## config.mk

```make
export PLATFORM = sky130hd
export DESIGN_NAME = ob_table_cnt
export DESIGN_NICKNAME = d
export VERILOG_FILES = /design/src/logic/ob_cnt_pkg.sv /design/src/logic/cnt_ctrl_if.sv /design/src/logic/ob_table_cnt.sv /design/src/logic/csa_accum.sv /design/src/logic/entry_filter_mux.sv /design/src/logic/round_sel.sv /design/src/logic/cnt_ctrl_fsm.sv
export VERILOG_INCLUDE_DIRS = /design/src /design/src/logic
export SDC_FILE = /design/constraint.sdc
export NUM_CORES = 1
export LEC_CHECK = 0
export ABC_CLOCK_PERIOD_IN_PS = 3200
export BUFFER_PORTS_ARGS = -buffer_cell sky130_fd_sc_hd__buf_2
export CAP_MARGIN = 40
export CORE_MARGIN = 10
export CORE_UTILIZATION = 40
export DETAILED_ROUTE_END_ITERATION = 10
export PLACE_DENSITY = 0.79
export REMOVE_ABC_BUFFERS = 1
export SETUP_SLACK_MARGIN = 0.1
export SLEW_MARGIN = 20
export SYNTH_ARGS = -nofsm -noshare
export SYNTH_HDL_FRONTEND = slang
export SYNTH_SLANG_ARGS = --single-unit
```

## constraint.sdc

```tcl
create_clock -name clk -period 3.2 [get_ports clk]
set_clock_uncertainty 0.05 [all_clocks]
set_input_delay 0.48 -clock clk [delete_from_list [all_inputs] [get_ports clk]]
set_output_delay 0.48 -clock clk [all_outputs]
set_load 0.01 [all_outputs]
```

## src/logic/ob_cnt_consts.svh

```systemverilog
/* Sizing constants for the order-book depth counter:
   table size, compressor degree, lanes, rounds and field widths */

`ifndef OB_CNT_CONSTS_SVH
`define OB_CNT_CONSTS_SVH

// Price table depth
`define OB_N_ENTRIES 16

// Compressor inputs, two of them carry the prior sum and carry
`define OB_CSA_DEGREE 8

// Table entries folded per round
`define OB_LANES (`OB_CSA_DEGREE - 2)

// Rounds to cover the whole table, ceil(16 / 6)
`define OB_ROUNDS ((`OB_N_ENTRIES + `OB_LANES - 1) / `OB_LANES)

// Field widths; 16 x 1023 fits in 14 bits
`define OB_PRICE_W 16
`define OB_QTY_W 10
`define OB_ACC_W 14

`endif
```

## src/logic/ob_cnt_pkg.sv

```systemverilog
/* Shared types of the depth counter: price, quantity, accumulator,
   one-hot round and FSM state */

`default_nettype none

`include "ob_cnt_consts.svh"

package ob_cnt_pkg;

  // Binary limit or table price
  typedef logic [`OB_PRICE_W-1:0] price_t;

  // Quantity of a single table entry
  typedef logic [`OB_QTY_W-1:0] quantity_t;

  // Running depth total
  typedef logic [`OB_ACC_W-1:0] acc_t;

  // One bit per round, exactly one set
  typedef logic [`OB_ROUNDS-1:0] round_t;

  // Command FSM states
  typedef enum logic [1:0] {
    IDLE,
    ACCUM,
    DRAIN,
    DONE
  } cnt_state_e;

endpackage

`default_nettype wire

```

## src/logic/cnt_ctrl_if.sv

```systemverilog
/* Control strobes and status between the command FSM and the datapath */

`timescale 1ns/10ps
`default_nettype none

interface cnt_ctrl_if;

  // Strobes from the FSM
  logic acc_init;
  logic acc_upt;
  logic sel_init;
  logic sel_upt;
  logic slice_en;

  // Status back to the FSM
  logic sel_last;
  logic round_all_vld;
  logic attained;

  modport fsm (
    output acc_init, acc_upt, sel_init, sel_upt, slice_en,
    input  sel_last, round_all_vld, attained
  );

  // Round counter
  modport sel (input sel_init, sel_upt, output sel_last);

  // Price filter and slice register
  modport filt (input sel_init, slice_en, output round_all_vld);

  // Carry-save accumulator
  modport acc (input acc_init, acc_upt, output attained);

endinterface

`default_nettype wire

```

## src/logic/ob_table_cnt.sv

```systemverilog
/* Depth counter top level: control interface, FSM, round selector,
   price filter and carry-save accumulator */

`timescale 1ns/10ps
`default_nettype none

`include "ob_cnt_consts.svh"

module ob_table_cnt #(
  parameter bit is_ask = 1'b1
) (
  input  logic                                       clk,
  input  logic                                       rst_n,
  input  logic                                       cmd_vld,
  input  ob_cnt_pkg::price_t                         cmd_price,
  input  ob_cnt_pkg::quantity_t                      cmd_goal,
  input  logic [`OB_N_ENTRIES-1:0]                   tbl_vld,
  input  ob_cnt_pkg::price_t [`OB_N_ENTRIES-1:0]     tbl_price,
  input  ob_cnt_pkg::quantity_t [`OB_N_ENTRIES-1:0]  tbl_quantity,
  output logic                                       busy,
  output ob_cnt_pkg::acc_t                           rsp_quantity,
  output logic                                       rsp_attained
);

  cnt_ctrl_if ctrl ();

  // Current one-hot round
  ob_cnt_pkg::round_t round;

  // Slice register into the compressor
  ob_cnt_pkg::acc_t [`OB_LANES-1:0] slice;

  cnt_ctrl_fsm u_fsm (
    .clk     (clk),
    .rst_n   (rst_n),
    .cmd_vld (cmd_vld),
    .ctrl    (ctrl.fsm),
    .busy    (busy)
  );

  round_sel u_round_sel (
    .clk       (clk),
    .rst_n     (rst_n),
    .ctrl      (ctrl.sel),
    .round_sel (round)
  );

  entry_filter_mux #(.is_ask(is_ask)) u_filter (
    .clk          (clk),
    .rst_n        (rst_n),
    .cmd_price    (cmd_price),
    .tbl_vld      (tbl_vld),
    .tbl_price    (tbl_price),
    .tbl_quantity (tbl_quantity),
    .round_sel    (round),
    .ctrl         (ctrl.filt),
    .slice        (slice)
  );

  csa_accum u_accum (
    .clk          (clk),
    .rst_n        (rst_n),
    .cmd_goal     (cmd_goal),
    .slice        (slice),
    .ctrl         (ctrl.acc),
    .rsp_quantity (rsp_quantity)
  );

  // Goal flag straight from the accumulator
  assign rsp_attained = ctrl.attained;

endmodule

`default_nettype wire

```

## src/logic/csa_accum.sv

```systemverilog
/* 8:2 carry-save compressor tree, sum and carry accumulator,
   goal register and final carry-propagate sum */

`timescale 1ns/10ps
`default_nettype none

`include "ob_cnt_consts.svh"

module csa_accum (
  input  logic                              clk,
  input  logic                              rst_n,
  input  ob_cnt_pkg::quantity_t             cmd_goal,
  input  ob_cnt_pkg::acc_t [`OB_LANES-1:0]  slice,
  cnt_ctrl_if.acc                           ctrl,
  output ob_cnt_pkg::acc_t                  rsp_quantity
);

  // Compressor operands, prior sum and carry first
  ob_cnt_pkg::acc_t [`OB_CSA_DEGREE-1:0] x;

  // Tree nodes, level by level
  ob_cnt_pkg::acc_t s0, c0, s1, c1, s2, c2, s3, c3, s4, c4;
  ob_cnt_pkg::acc_t csa_s, csa_c;

  ob_cnt_pkg::acc_t sum_q, carry_q, goal_q;
  logic [`OB_ACC_W:0] total_ext;

  // 3:2 full-adder row, returns {carry, sum}
  function automatic logic [2*`OB_ACC_W-1:0] csa3(ob_cnt_pkg::acc_t a,
                                                  ob_cnt_pkg::acc_t b,
                                                  ob_cnt_pkg::acc_t c);
    ob_cnt_pkg::acc_t s;
    ob_cnt_pkg::acc_t cy;
    s  = a ^ b ^ c;
    cy = ((a & b) | (a & c) | (b & c)) << 1;
    return {cy, s};
  endfunction

  assign x = {slice, carry_q, sum_q};

  // 8 -> 6 -> 4 -> 3 -> 2
  assign {c0, s0}       = csa3(x[0], x[1], x[2]);
  assign {c1, s1}       = csa3(x[3], x[4], x[5]);
  assign {c2, s2}       = csa3(s0, c0, s1);
  assign {c3, s3}       = csa3(c1, x[6], x[7]);
  assign {c4, s4}       = csa3(s2, c2, s3);
  assign {csa_c, csa_s} = csa3(s4, c4, c3);

  always_ff @(posedge clk or negedge rst_n) begin
    if (!rst_n) begin
      sum_q   <= '0;
      carry_q <= '0;
      // Out of reset no goal can be met
      goal_q  <= '1;
    end else if (ctrl.acc_init) begin
      sum_q   <= '0;
      carry_q <= '0;
      goal_q  <= ob_cnt_pkg::acc_t'(cmd_goal);
    end else if (ctrl.acc_upt) begin
      sum_q   <= csa_s;
      carry_q <= csa_c;
    end
  end

  // Carry-propagate to the reported total
  assign total_ext    = {1'b0, sum_q} + {1'b0, carry_q};
  assign rsp_quantity = total_ext[`OB_ACC_W-1:0];
  assign ctrl.attained = (rsp_quantity >= goal_q);

  a_no_overflow: assert property (
    @(posedge clk) disable iff (!rst_n)
    !total_ext[`OB_ACC_W]
  ) else $error("depth total overflowed the accumulator");

endmodule

`default_nettype wire

```

## src/logic/entry_filter_mux.sv

```systemverilog
/* Price filter, per-lane round mux and slice register
   in front of the carry-save compressor */

`timescale 1ns/10ps
`default_nettype none

`include "ob_cnt_consts.svh"

module entry_filter_mux #(
  parameter bit is_ask = 1'b1
) (
  input  logic                                          clk,
  input  logic                                          rst_n,
  input  ob_cnt_pkg::price_t                            cmd_price,
  input  logic [`OB_N_ENTRIES-1:0]                      tbl_vld,
  input  ob_cnt_pkg::price_t [`OB_N_ENTRIES-1:0]        tbl_price,
  input  ob_cnt_pkg::quantity_t [`OB_N_ENTRIES-1:0]     tbl_quantity,
  input  ob_cnt_pkg::round_t                            round_sel,
  cnt_ctrl_if.filt                                      ctrl,
  output ob_cnt_pkg::acc_t [`OB_LANES-1:0]              slice
);

  // Limit held for the whole command
  ob_cnt_pkg::price_t limit_q;

  // Entry qualifies, by round and lane
  logic [`OB_ROUNDS-1:0][`OB_LANES-1:0] qual;

  // Qualified quantity or zero
  ob_cnt_pkg::acc_t [`OB_ROUNDS-1:0][`OB_LANES-1:0] lane_qty;

  // Selected round
  logic [`OB_LANES-1:0]             lane_vld;
  ob_cnt_pkg::acc_t [`OB_LANES-1:0] slice_d;

  // Ask side trades at or below the limit, bid side at or above
  function automatic logic price_ok(ob_cnt_pkg::price_t limit,
                                    ob_cnt_pkg::price_t entry);
    if (is_ask) begin
      return entry <= limit;
    end
    return entry >= limit;
  endfunction

  always_ff @(posedge clk) begin
    if (ctrl.sel_init) begin
      limit_q <= cmd_price;
    end
  end

  // Entry i sits in round i/6, lane i%6
  for (genvar r = 0; r < `OB_ROUNDS; r++) begin : g_round
    for (genvar l = 0; l < `OB_LANES; l++) begin : g_lane
      localparam int IDX = r * `OB_LANES + l;
      if (IDX < `OB_N_ENTRIES) begin : g_used
        assign qual[r][l]     = tbl_vld[IDX] && price_ok(limit_q, tbl_price[IDX]);
        assign lane_qty[r][l] = qual[r][l] ? ob_cnt_pkg::acc_t'(tbl_quantity[IDX]) : '0;
      end else begin : g_pad
        // Past the table end
        assign qual[r][l]     = 1'b0;
        assign lane_qty[r][l] = '0;
      end
    end
  end

  // AND-OR mux on the one-hot round
  always_comb begin
    for (int l = 0; l < `OB_LANES; l++) begin
      slice_d[l]  = '0;
      lane_vld[l] = 1'b0;
      for (int r = 0; r < `OB_ROUNDS; r++) begin
        slice_d[l]  = slice_d[l] | (lane_qty[r][l] & {`OB_ACC_W{round_sel[r]}});
        lane_vld[l] = lane_vld[l] | (qual[r][l] & round_sel[r]);
      end
    end
  end

  // Any gap means later rounds cannot qualify either
  assign ctrl.round_all_vld = &lane_vld;

  // Cleared on a new command so the first fold adds nothing
  always_ff @(posedge clk or negedge rst_n) begin
    if (!rst_n) begin
      slice <= '0;
    end else if (ctrl.sel_init) begin
      slice <= '0;
    end else if (ctrl.slice_en) begin
      slice <= slice_d;
    end
  end

endmodule

`default_nettype wire

```

## src/logic/round_sel.sv

```systemverilog
/* One-hot round selector with last-round flag */

`timescale 1ns/10ps
`default_nettype none

`include "ob_cnt_consts.svh"

module round_sel (
  input  logic               clk,
  input  logic               rst_n,
  cnt_ctrl_if.sel            ctrl,
  output ob_cnt_pkg::round_t round_sel
);

  ob_cnt_pkg::round_t sel_q;

  always_ff @(posedge clk or negedge rst_n) begin
    if (!rst_n) begin
      sel_q <= ob_cnt_pkg::round_t'(1);
    end else if (ctrl.sel_init) begin
      // New command starts at round 0
      sel_q <= ob_cnt_pkg::round_t'(1);
    end else if (ctrl.sel_upt) begin
      // Rotate so the update in the final round stays one-hot
      sel_q <= {sel_q[`OB_ROUNDS-2:0], sel_q[`OB_ROUNDS-1]};
    end
  end

  assign round_sel = sel_q;

  // Top bit marks the final round
  assign ctrl.sel_last = sel_q[`OB_ROUNDS-1];

  a_sel_onehot: assert property (
    @(posedge clk) disable iff (!rst_n)
    $onehot(sel_q)
  ) else $error("round select lost one-hot encoding");

endmodule

`default_nettype wire

```

## src/logic/cnt_ctrl_fsm.sv

```systemverilog
/* Command FSM: accepts a command, runs the accumulate rounds,
   drains the last slice and raises busy while active */

`timescale 1ns/10ps
`default_nettype none

module cnt_ctrl_fsm (
  input  logic           clk,
  input  logic           rst_n,
  input  logic           cmd_vld,
  cnt_ctrl_if.fsm        ctrl,
  output logic           busy
);

  ob_cnt_pkg::cnt_state_e state_q;
  ob_cnt_pkg::cnt_state_e state_d;

  // Search is over once any of these holds
  logic search_end;

  // Last round selected, goal met, or a hole in the sorted table
  assign search_end = ctrl.sel_last || ctrl.attained || !ctrl.round_all_vld;

  always_comb begin
    // Strobes default low, state holds
    state_d       = state_q;
    ctrl.acc_init = 1'b0;
    ctrl.acc_upt  = 1'b0;
    ctrl.sel_init = 1'b0;
    ctrl.sel_upt  = 1'b0;
    ctrl.slice_en = 1'b0;

    case (state_q)
      ob_cnt_pkg::IDLE: begin
        if (cmd_vld) begin
          // Clear the totals and point at round 0
          ctrl.acc_init = 1'b1;
          ctrl.sel_init = 1'b1;
          state_d       = ob_cnt_pkg::ACCUM;
        end
      end

      ob_cnt_pkg::ACCUM: begin
        // Register this round, fold the previous one
        ctrl.slice_en = 1'b1;
        ctrl.sel_upt  = 1'b1;
        ctrl.acc_upt  = 1'b1;
        if (search_end) begin
          state_d = ob_cnt_pkg::DRAIN;
        end
      end

      ob_cnt_pkg::DRAIN: begin
        // Slice register still holds the final round
        ctrl.acc_upt = 1'b1;
        state_d      = ob_cnt_pkg::DONE;
      end

      ob_cnt_pkg::DONE: begin
        // Totals settled, response valid from here on
        state_d = ob_cnt_pkg::IDLE;
      end

      default: begin
        state_d = ob_cnt_pkg::IDLE;
      end
    endcase
  end

  always_ff @(posedge clk or negedge rst_n) begin
    if (!rst_n) begin
      state_q <= ob_cnt_pkg::IDLE;
      busy    <= 1'b0;
    end else begin
      state_q <= state_d;
      // Registered copy of "not idle"
      busy    <= (state_d != ob_cnt_pkg::IDLE);
    end
  end

  // Busy only follows an accepted command
  a_busy_after_accept: assert property (
    @(posedge clk) disable iff (!rst_n)
    $rose(busy) |-> $past(cmd_vld && (state_q == ob_cnt_pkg::IDLE))
  ) else $error("busy rose without an accepted command");

endmodule

`default_nettype wire

```

# Word level (Yosys, flattened, before mapping)
# Cells that the tools add are included.
# Widths: inputs -> output; s select.
[totals]
mem_bits_rw = 0
romBits = 0
n_memories = 0
inputBits = 461
word_cells = 184
output_inout_bits = 16
register_bits = 148
latch_bits = 0
[classes]
magnitude_cmp = 17
n_reduce_logical = 25
div_mod_pow = 0
addsub = 1
n_mux = 31
eq_ne = 3
multipliers = 0
n_bitwise = 94
shifts = 0
[op_table]
columns = ["cell", "count"]
rows = [
  ["$le 16x16->1", 16],
  ["$and 13x13->13", 18],
  ["$and 14x14->14", 16],
  ["$mux 84", 2],
  ["$xor 14x14->14", 12],
  ["$mux 10", 16],
  ["$or 13x13->13", 12],
  ["$or 14x14->14", 10],
  ["$mux 14", 4],
  ["$and 1x1->1", 16],
  ["$logic_and 1x1->1", 16],
  ["$add 14x14->14", 1],
  ["$ge 14x14->1", 1],
  ["$or 1x1->1", 10],
  ["$pmux 2 s4", 1],
  ["$mux 3", 2],
  ["$reduce_and 6->1", 1],
  ["$reduce_bool 2->1", 3],
  ["$eq 2x2->1 const B", 2],
  ["$mux 1", 4],
  ["$mux 2", 2],
  ["$eq 2x1->1 const B", 1],
  ["$logic_not 2->1", 1],
  ["$logic_or 1x1->1", 2],
  ["2 further kinds", 2],
]

# Depth between registers and ports, before layout
[depth]
depth_word = 14
mapped_depth = 20
ltp_nobuf = 20

# Cells and area by module
# From an unflattened synthesis, not the netlist that was laid out.
[hier_totals]
hier_cells = 1538
hier_area_um2 = 14117.3
[modules_own_cells]
columns = ["module", "instances", "area_per_inst_um2", "cells_each"]
rows = [
  ["entry_filter_mux", 1, 9451.6, 1070],
  ["csa_accum", 1, 4319.1, 435],
  ["cnt_ctrl_fsm", 1, 220.2, 23],
  ["round_sel", 1, 126.4, 10],
]

# Least setup slack after synthesis
# Ideal clock, no wire load.
[synth_path]
path_kind = "register -> register"
start = "register u_accum.carry_q[2]"
end = "register u_fsm.state_q[0]"
setup_slack_ns = -0.666
n_path_buf = 0
stages_incl_launch_ff = 21
setup_ns = 0.118
required_time_ns = 3.032
arrival_time_ns = 3.698
cell_sequence = "dfrtp_1 > ha_1 > inv_1 > fa_1 > nor2b_1 > o21ai_0 > a21boi_0 > o21ai_0 > a21boi_0 > o21ai_0 > and2_1 > xnor2_1 > ha_1 > nand2_1 > nor3_1 > nand3_1 > o31ai_1 > nor2_1 > o2111ai_1 > nor2_1 > a21o_1"
[synth_via]
elab_chain_cells = 6
[synth_lines]
columns = ["item", "line", "text"]
rows = [
  ["start: declaration", "csa_accum.sv:25", "ob_cnt_pkg::acc_t sum_q, carry_q, goal_q;"],
  ["start signal: assignment", "csa_accum.sv:61", "carry_q <= csa_c;"],
  ["$add 14x14->14", "csa_accum.sv:66", "assign total_ext = {1'b0, sum_q} + {1'b0, carry_q};"],
  ["net rsp_quantity[10]", "ob_table_cnt.sv:21", "output ob_cnt_pkg::acc_t rsp_quantity,"],
  ["$ge 14x14->1", "csa_accum.sv:68", "assign ctrl.attained = (rsp_quantity >= goal_q);"],
  ["net rsp_attained", "ob_table_cnt.sv:22", "output logic rsp_attained"],
  ["$logic_or 1x1->1 (2 in series)", "cnt_ctrl_fsm.sv:22", "assign search_end = ctrl.sel_last || ctrl.attained || !ctrl.round_all_vld;"],
  ["$mux 2", "cnt_ctrl_fsm.sv:48", "if (search_end) begin"],
  ["$pmux 2 s4", "cnt_ctrl_fsm.sv:33", "case (state_q)"],
  ["net u_fsm.state_d[0]", "cnt_ctrl_fsm.sv:16", "ob_cnt_pkg::cnt_state_e state_d;"],
  ["end signal: assignment", "cnt_ctrl_fsm.sv:72", "state_q <= ob_cnt_pkg::IDLE;"],
  ["end signal: assignment", "cnt_ctrl_fsm.sv:75", "state_q <= state_d;"],
  ["end: declaration", "cnt_ctrl_fsm.sv:15", "ob_cnt_pkg::cnt_state_e state_q;"],
]
# The timed path passes the listed nets, and every way through them passes these cells.
# A chain may end at the register's enable or synchronous reset.

# Final worst setup path
[layout_path]
start = "register u_accum.carry_q[3]"
end = "output rsp_attained"
[layout_via]
elab_chain_cells = 2
[layout_lines]
columns = ["item", "line"]
rows = [
  ["$add 14x14->14", "csa_accum.sv:66"],
  ["$ge 14x14->1", "csa_accum.sv:68"],
  ["end: declaration", "ob_table_cnt.sv:22"],
]
# No other way between the ends.

==> flow_summary.toml <==
[routing]
num_vias = 14400
drt-total-wl_mm = 60.3
vias_per_cell = 5.65
avgRoutedWirePerCell_um = 23.6
drtIter0Drc = 1017
antenna_violating_nets_post_route = 0
firstDrtPassIters = 6
drc_errors = 0

[power]
vdd.ir_drop.worst_mv = 0.941
power.leakage_nw = 9.41
cellPowerDensity_nw_per_um2 = 1050
design_power_total_mw = 19.8

[clocking]
tritoncts_num_sinks = 119
tritoncts = "yes"
clock_path_buffers = 2
worstSkewPairLatency_ns = 0.44
clkSlewWorstSetupHoldPaths_ns = 0.06
clock-root-buffer = "sky130_fd_sc_hd__clkbuf_16"
cts.htree.levels = 4
tritoncts.num_buffers = 17

[place]
placed_cell_area_um2 = 17300
dpl.hpwl_mm = 49.0
place.gp.congestion = 1.01
placement.io_buffers = 476
dp_cells = 2463

[yosys]
netlist_area_um2 = 13500
synth-xor-area-share_pct = 0.776
synth_async_sr_flop_share_pct = 86.6
synth-main-ff-cell = "sky130_fd_sc_hd__dfrtp_1"
postSynthRegisterBits = 119
synth_compound_area_share_pct = 21.2
post_synth_and_or_nand_nor_area_fraction_pct = 11.6
synthAdderAreaFrac_pct = 36.2
yosys-top-cells-area = "sky130_fd_sc_hd__ha_1 (27%), sky130_fd_sc_hd__dfrtp_1 (17%), sky130_fd_sc_hd__fa_1 (8.7%), sky130_fd_sc_hd__inv_1 (5.0%), sky130_fd_sc_hd__a21oi_1 (4.3%)"
gate_count_of_the_mapped_netlist = 1486
synth_top_family_by_area = "adder cells"
synth_largest_type_area_fraction_pct = 27.4
post-synth-top-area-cell = "sky130_fd_sc_hd__ha_1"
synthMuxAreaShare_pct = 1.04
yosysSeqAreaShare_pct = 22.7
number_of_enable_type_register_cells_in_the_synthesized_netlist = 16
yosys.cell_types.count = 59
syn_area_per_cell_um2 = 9.11
synthesis.yosys.warnings = 0

[finish]
area_growth_pct = 39.3
final_net_count = 2888
fill_cells = 2876
layout-drive-gt1-share_pct = 37.5
post_route_non_filler_standard_cell_count = 2556
final-seq-area_um2 = 3080
layout.cell_area.non_filler_um2 = 18900
multi_input_comb_area_um2 = 10200

[global_routing]
grt_max_degree = 75
grt-ovfl-total = 0
grt_antenna_before_repair = 29
grt_pass1_vias = 15400
grt_first_pass_wirelength_mm = 87.7
grt_util_all_layers_pct = 27.8

[critical_path]
ff2ff_setup_slack_ns = -0.78
timing.critical_path.required_ns = 2.67
startpoint_type = "flip-flop"
critical_path_end_type = "primary output"
worst_ep_arrival_time_ns = 3.68
critical_path.max_fanout = 2
critical_path_start_end_classification = "flip-flop to primary output"

[timing]
max_slew_margin_pct = 57.9
unrepaired_setup_endpoints_after_global_routing = "yes"
min_period_ns = 4.21
timing_max_transition_violations_final = 0
final_setup_fails = 7
hold_violations = 0
clock.fmax_mhz = 238
worst_slew_pin_slew_ns = 0.631
final.period_utilization_pct = 132
fin_ws_ns = -1.01

[floorplanning]
core.rowCount = 67
floorplan.initialDensity_pct = 40.5
core_area_um2 = 33400
ios = 477
die_area_um2 = 41600
die_h_um = 204
fp.dieW_um = 204

[run_status]
violations_in_the_final_reports = "setup timing"
status = "complete, but fails checks"

[worst_hold_path]
worstHoldPathType = "input pin to flip-flop"

[flow_run]
max-cap-violations = 0
## cells in the mapped netlist, drive strengths merged, types with 2 or more instances
cell type  count
a21boi         7
or3            3
o2bb2ai        2
or4            9
nand4         53
buf           11
nor2          88
xor2           2
nand3         19
nor2b         14
inv          180
a311oi         3
a222oi        20
o211ai        16
o21ai         74
dfstp         12
xnor2         10
a211o         11
o41ai          2
edfxtp        16
nand2b         5
nor4           4
mux2i         14
ha           297
a21o          25
and4           2
dfrtp         91
clkbuf        39
fa            59
o2111ai        3
nand2        115
nor3          15
a22oi         40
and3           2
nand3b         2
o31a           3
a21oi        115
o31ai          7
a211oi        54
a31oi         22
o21a          12
## worst max-delay path, cell delays in order, from the launching register on
cell and delay (ns):
sky130_fd_sc_hd__dfrtp_1 0.40, sky130_fd_sc_hd__buf_6 0.13, sky130_fd_sc_hd__ha_4 0.20, sky130_fd_sc_hd__a21o_1 0.20, sky130_fd_sc_hd__a21oi_2 0.20, sky130_fd_sc_hd__o21ai_2 0.08
sky130_fd_sc_hd__a21oi_2 0.17, sky130_fd_sc_hd__o21ai_1 0.09, sky130_fd_sc_hd__a31oi_2 0.21, sky130_fd_sc_hd__buf_4 0.15, sky130_fd_sc_hd__xnor2_2 0.07, sky130_fd_sc_hd__ha_1 0.35
sky130_fd_sc_hd__a211oi_2 0.20, sky130_fd_sc_hd__o21ai_1 0.12, sky130_fd_sc_hd__a221oi_2 0.29, sky130_fd_sc_hd__o31ai_2 0.11, sky130_fd_sc_hd__buf_4 0.15, sky130_fd_sc_hd__buf_6 0.11
## logic make-up (layout without fill, tap and decap cells)
group / after synthesis / after routing
xor+xnor: 12 / 12
compound gates: 422 / 422
other cells: 0 / 24
mux: 14 / 14
buf+inv: 230 / 828
flops: 119 / 119
fa+ha+maj: 356 / 356
simple gates: 333 / 333
## worst paths after layout
check | start | endpoint | cells after the start
min in group asynchronous | rst_n | u_accum.goal_q[2] | 2
max in group asynchronous | rst_n | u_accum.goal_q[0] | 3
setup / recovery | u_accum.carry_q[3] | rsp_attained | 17
hold reg to reg | u_accum.goal_q[0] | u_accum.goal_q[0] | 2
hold / removal | cmd_price[1] | u_filter.limit_q[1] | 1
setup reg to reg | u_accum.carry_q[3] | u_fsm.state_q[1] | 21
## per-stage QoR
| step | setup TNS (ns) | worst slack [ns] | hold slack [ns] | utilization, % |
|---|---|---|---|---|
| CTS | -3.03 | -0.982 | 0.120 | 54.4 |
| detailed placement | -3.82 | -0.973 | 0.415 | 51.8 |
| finish | -3.20 | -1.01 | 0.159 | 56.4 |
| global placement | -3.18 | -0.863 | 0.413 | 51.8 |
| floorplan | -13.71 | -0.744 | 0.134 | - |
| global route | -4.54 | -1.16 | 0.144 | 56.4 |
## sequential cells by signal, indices dropped and copies added (netlist names)
| signal | flops |
|---|---|
| u_accum.goal_q | 11 |
| u_accum.sum_q | 14 |
| u_fsm.busy | 1 |
| u_filter.limit_q | 16 |
| u_round_sel.round_sel | 3 |
| u_fsm.state_q | 2 |
| u_accum.carry_q | 12 |
| u_filter.slice | 60 |
## routing by layer
layer	wire, um	global-route usage (%)
met1	21600	29.8
met2	28900	47.0
met3	6120	9.27
met4	3560	16.4
met5	82	0
## power by group
| part | internal (mW) | total, mW | switching (mW) | leakage, nW |
|---|---|---|---|---|
| Clock | 1.00 | 1.74 | 0.734 | 0.255 |
| Sequential | 2.36 | 2.86 | 0.503 | 1.40 |
| Combinational | 6.81 | 15.2 | 8.36 | 7.76 |
| Total | 10.2 | 19.8 | 9.60 | 9.41 |
## cell type report
| type | count | share of cell area (%) |
|---|---|---|
| sequential | 119 | 16.3 |
| clock inverter | 9 | 0.299 |
| antenna | 24 | 0.318 |
| inverter | 180 | 3.65 |
| timing repair buffer | 616 | 20.0 |
| multi-input combinational | 1137 | 54.0 |
| clock buffer | 23 | 2.43 |
| tap | 448 | 2.97 |
## cells in the final DEF, fill, tap and decap left out, types with 9 or more instances in the layout
| cell type | Yosys | final |
|---|---|---|
| sky130_fd_sc_hd__buf_4 | 5 | 104 |
| sky130_fd_sc_hd__o21a_1 | 12 | 12 |
| sky130_fd_sc_hd__a211oi_2 | 10 | 19 |
| sky130_fd_sc_hd__nor2b_1 | 14 | 13 |
| sky130_fd_sc_hd__a31oi_1 | 22 | 21 |
| sky130_fd_sc_hd__inv_1 | 179 | 159 |
| sky130_fd_sc_hd__a211o_1 | 11 | 11 |
| sky130_fd_sc_hd__nor2_1 | 88 | 86 |
| sky130_fd_sc_hd__buf_12 | 0 | 15 |
| sky130_fd_sc_hd__diode_2 | 0 | 24 |
| sky130_fd_sc_hd__mux2i_1 | 14 | 14 |
| sky130_fd_sc_hd__a22oi_1 | 30 | 24 |
| sky130_fd_sc_hd__nand4_1 | 52 | 52 |
| sky130_fd_sc_hd__a21oi_1 | 115 | 112 |
| sky130_fd_sc_hd__edfxtp_1 | 16 | 16 |
| sky130_fd_sc_hd__a222oi_1 | 20 | 20 |
| sky130_fd_sc_hd__nor3_1 | 14 | 10 |
| sky130_fd_sc_hd__clkbuf_16 | 0 | 18 |
| sky130_fd_sc_hd__dfstp_2 | 12 | 12 |
| sky130_fd_sc_hd__nand2_1 | 115 | 113 |
| sky130_fd_sc_hd__buf_6 | 1 | 26 |
| sky130_fd_sc_hd__a211oi_1 | 44 | 35 |
| sky130_fd_sc_hd__inv_2 | 1 | 17 |
| sky130_fd_sc_hd__a21o_1 | 25 | 25 |
| sky130_fd_sc_hd__a22oi_2 | 10 | 16 |
| sky130_fd_sc_hd__fa_1 | 59 | 58 |
| sky130_fd_sc_hd__buf_2 | 2 | 468 |
| sky130_fd_sc_hd__nand3_1 | 19 | 18 |
| sky130_fd_sc_hd__dfrtp_1 | 91 | 89 |
| sky130_fd_sc_hd__o211ai_1 | 16 | 16 |
| sky130_fd_sc_hd__ha_4 | 0 | 9 |
| sky130_fd_sc_hd__o21ai_0 | 72 | 63 |
| sky130_fd_sc_hd__ha_1 | 297 | 286 |
## repair_timing
| action | 4_1_cts | 5_1_grt |
|---|---|---|
| buffers inserted | 17 | 27 |
| gates cloned | 0 | 2 |
| pin swaps | 36 | 100 |
| endpoints found under the setup margin | 44 | 79 |
| hold buffers | 0 | 1 |
| resized for setup | 62 | 82 |
| hold endpoints to repair | 0 | 4 |
No activity file was read; power rests on OpenSTA's default activity.
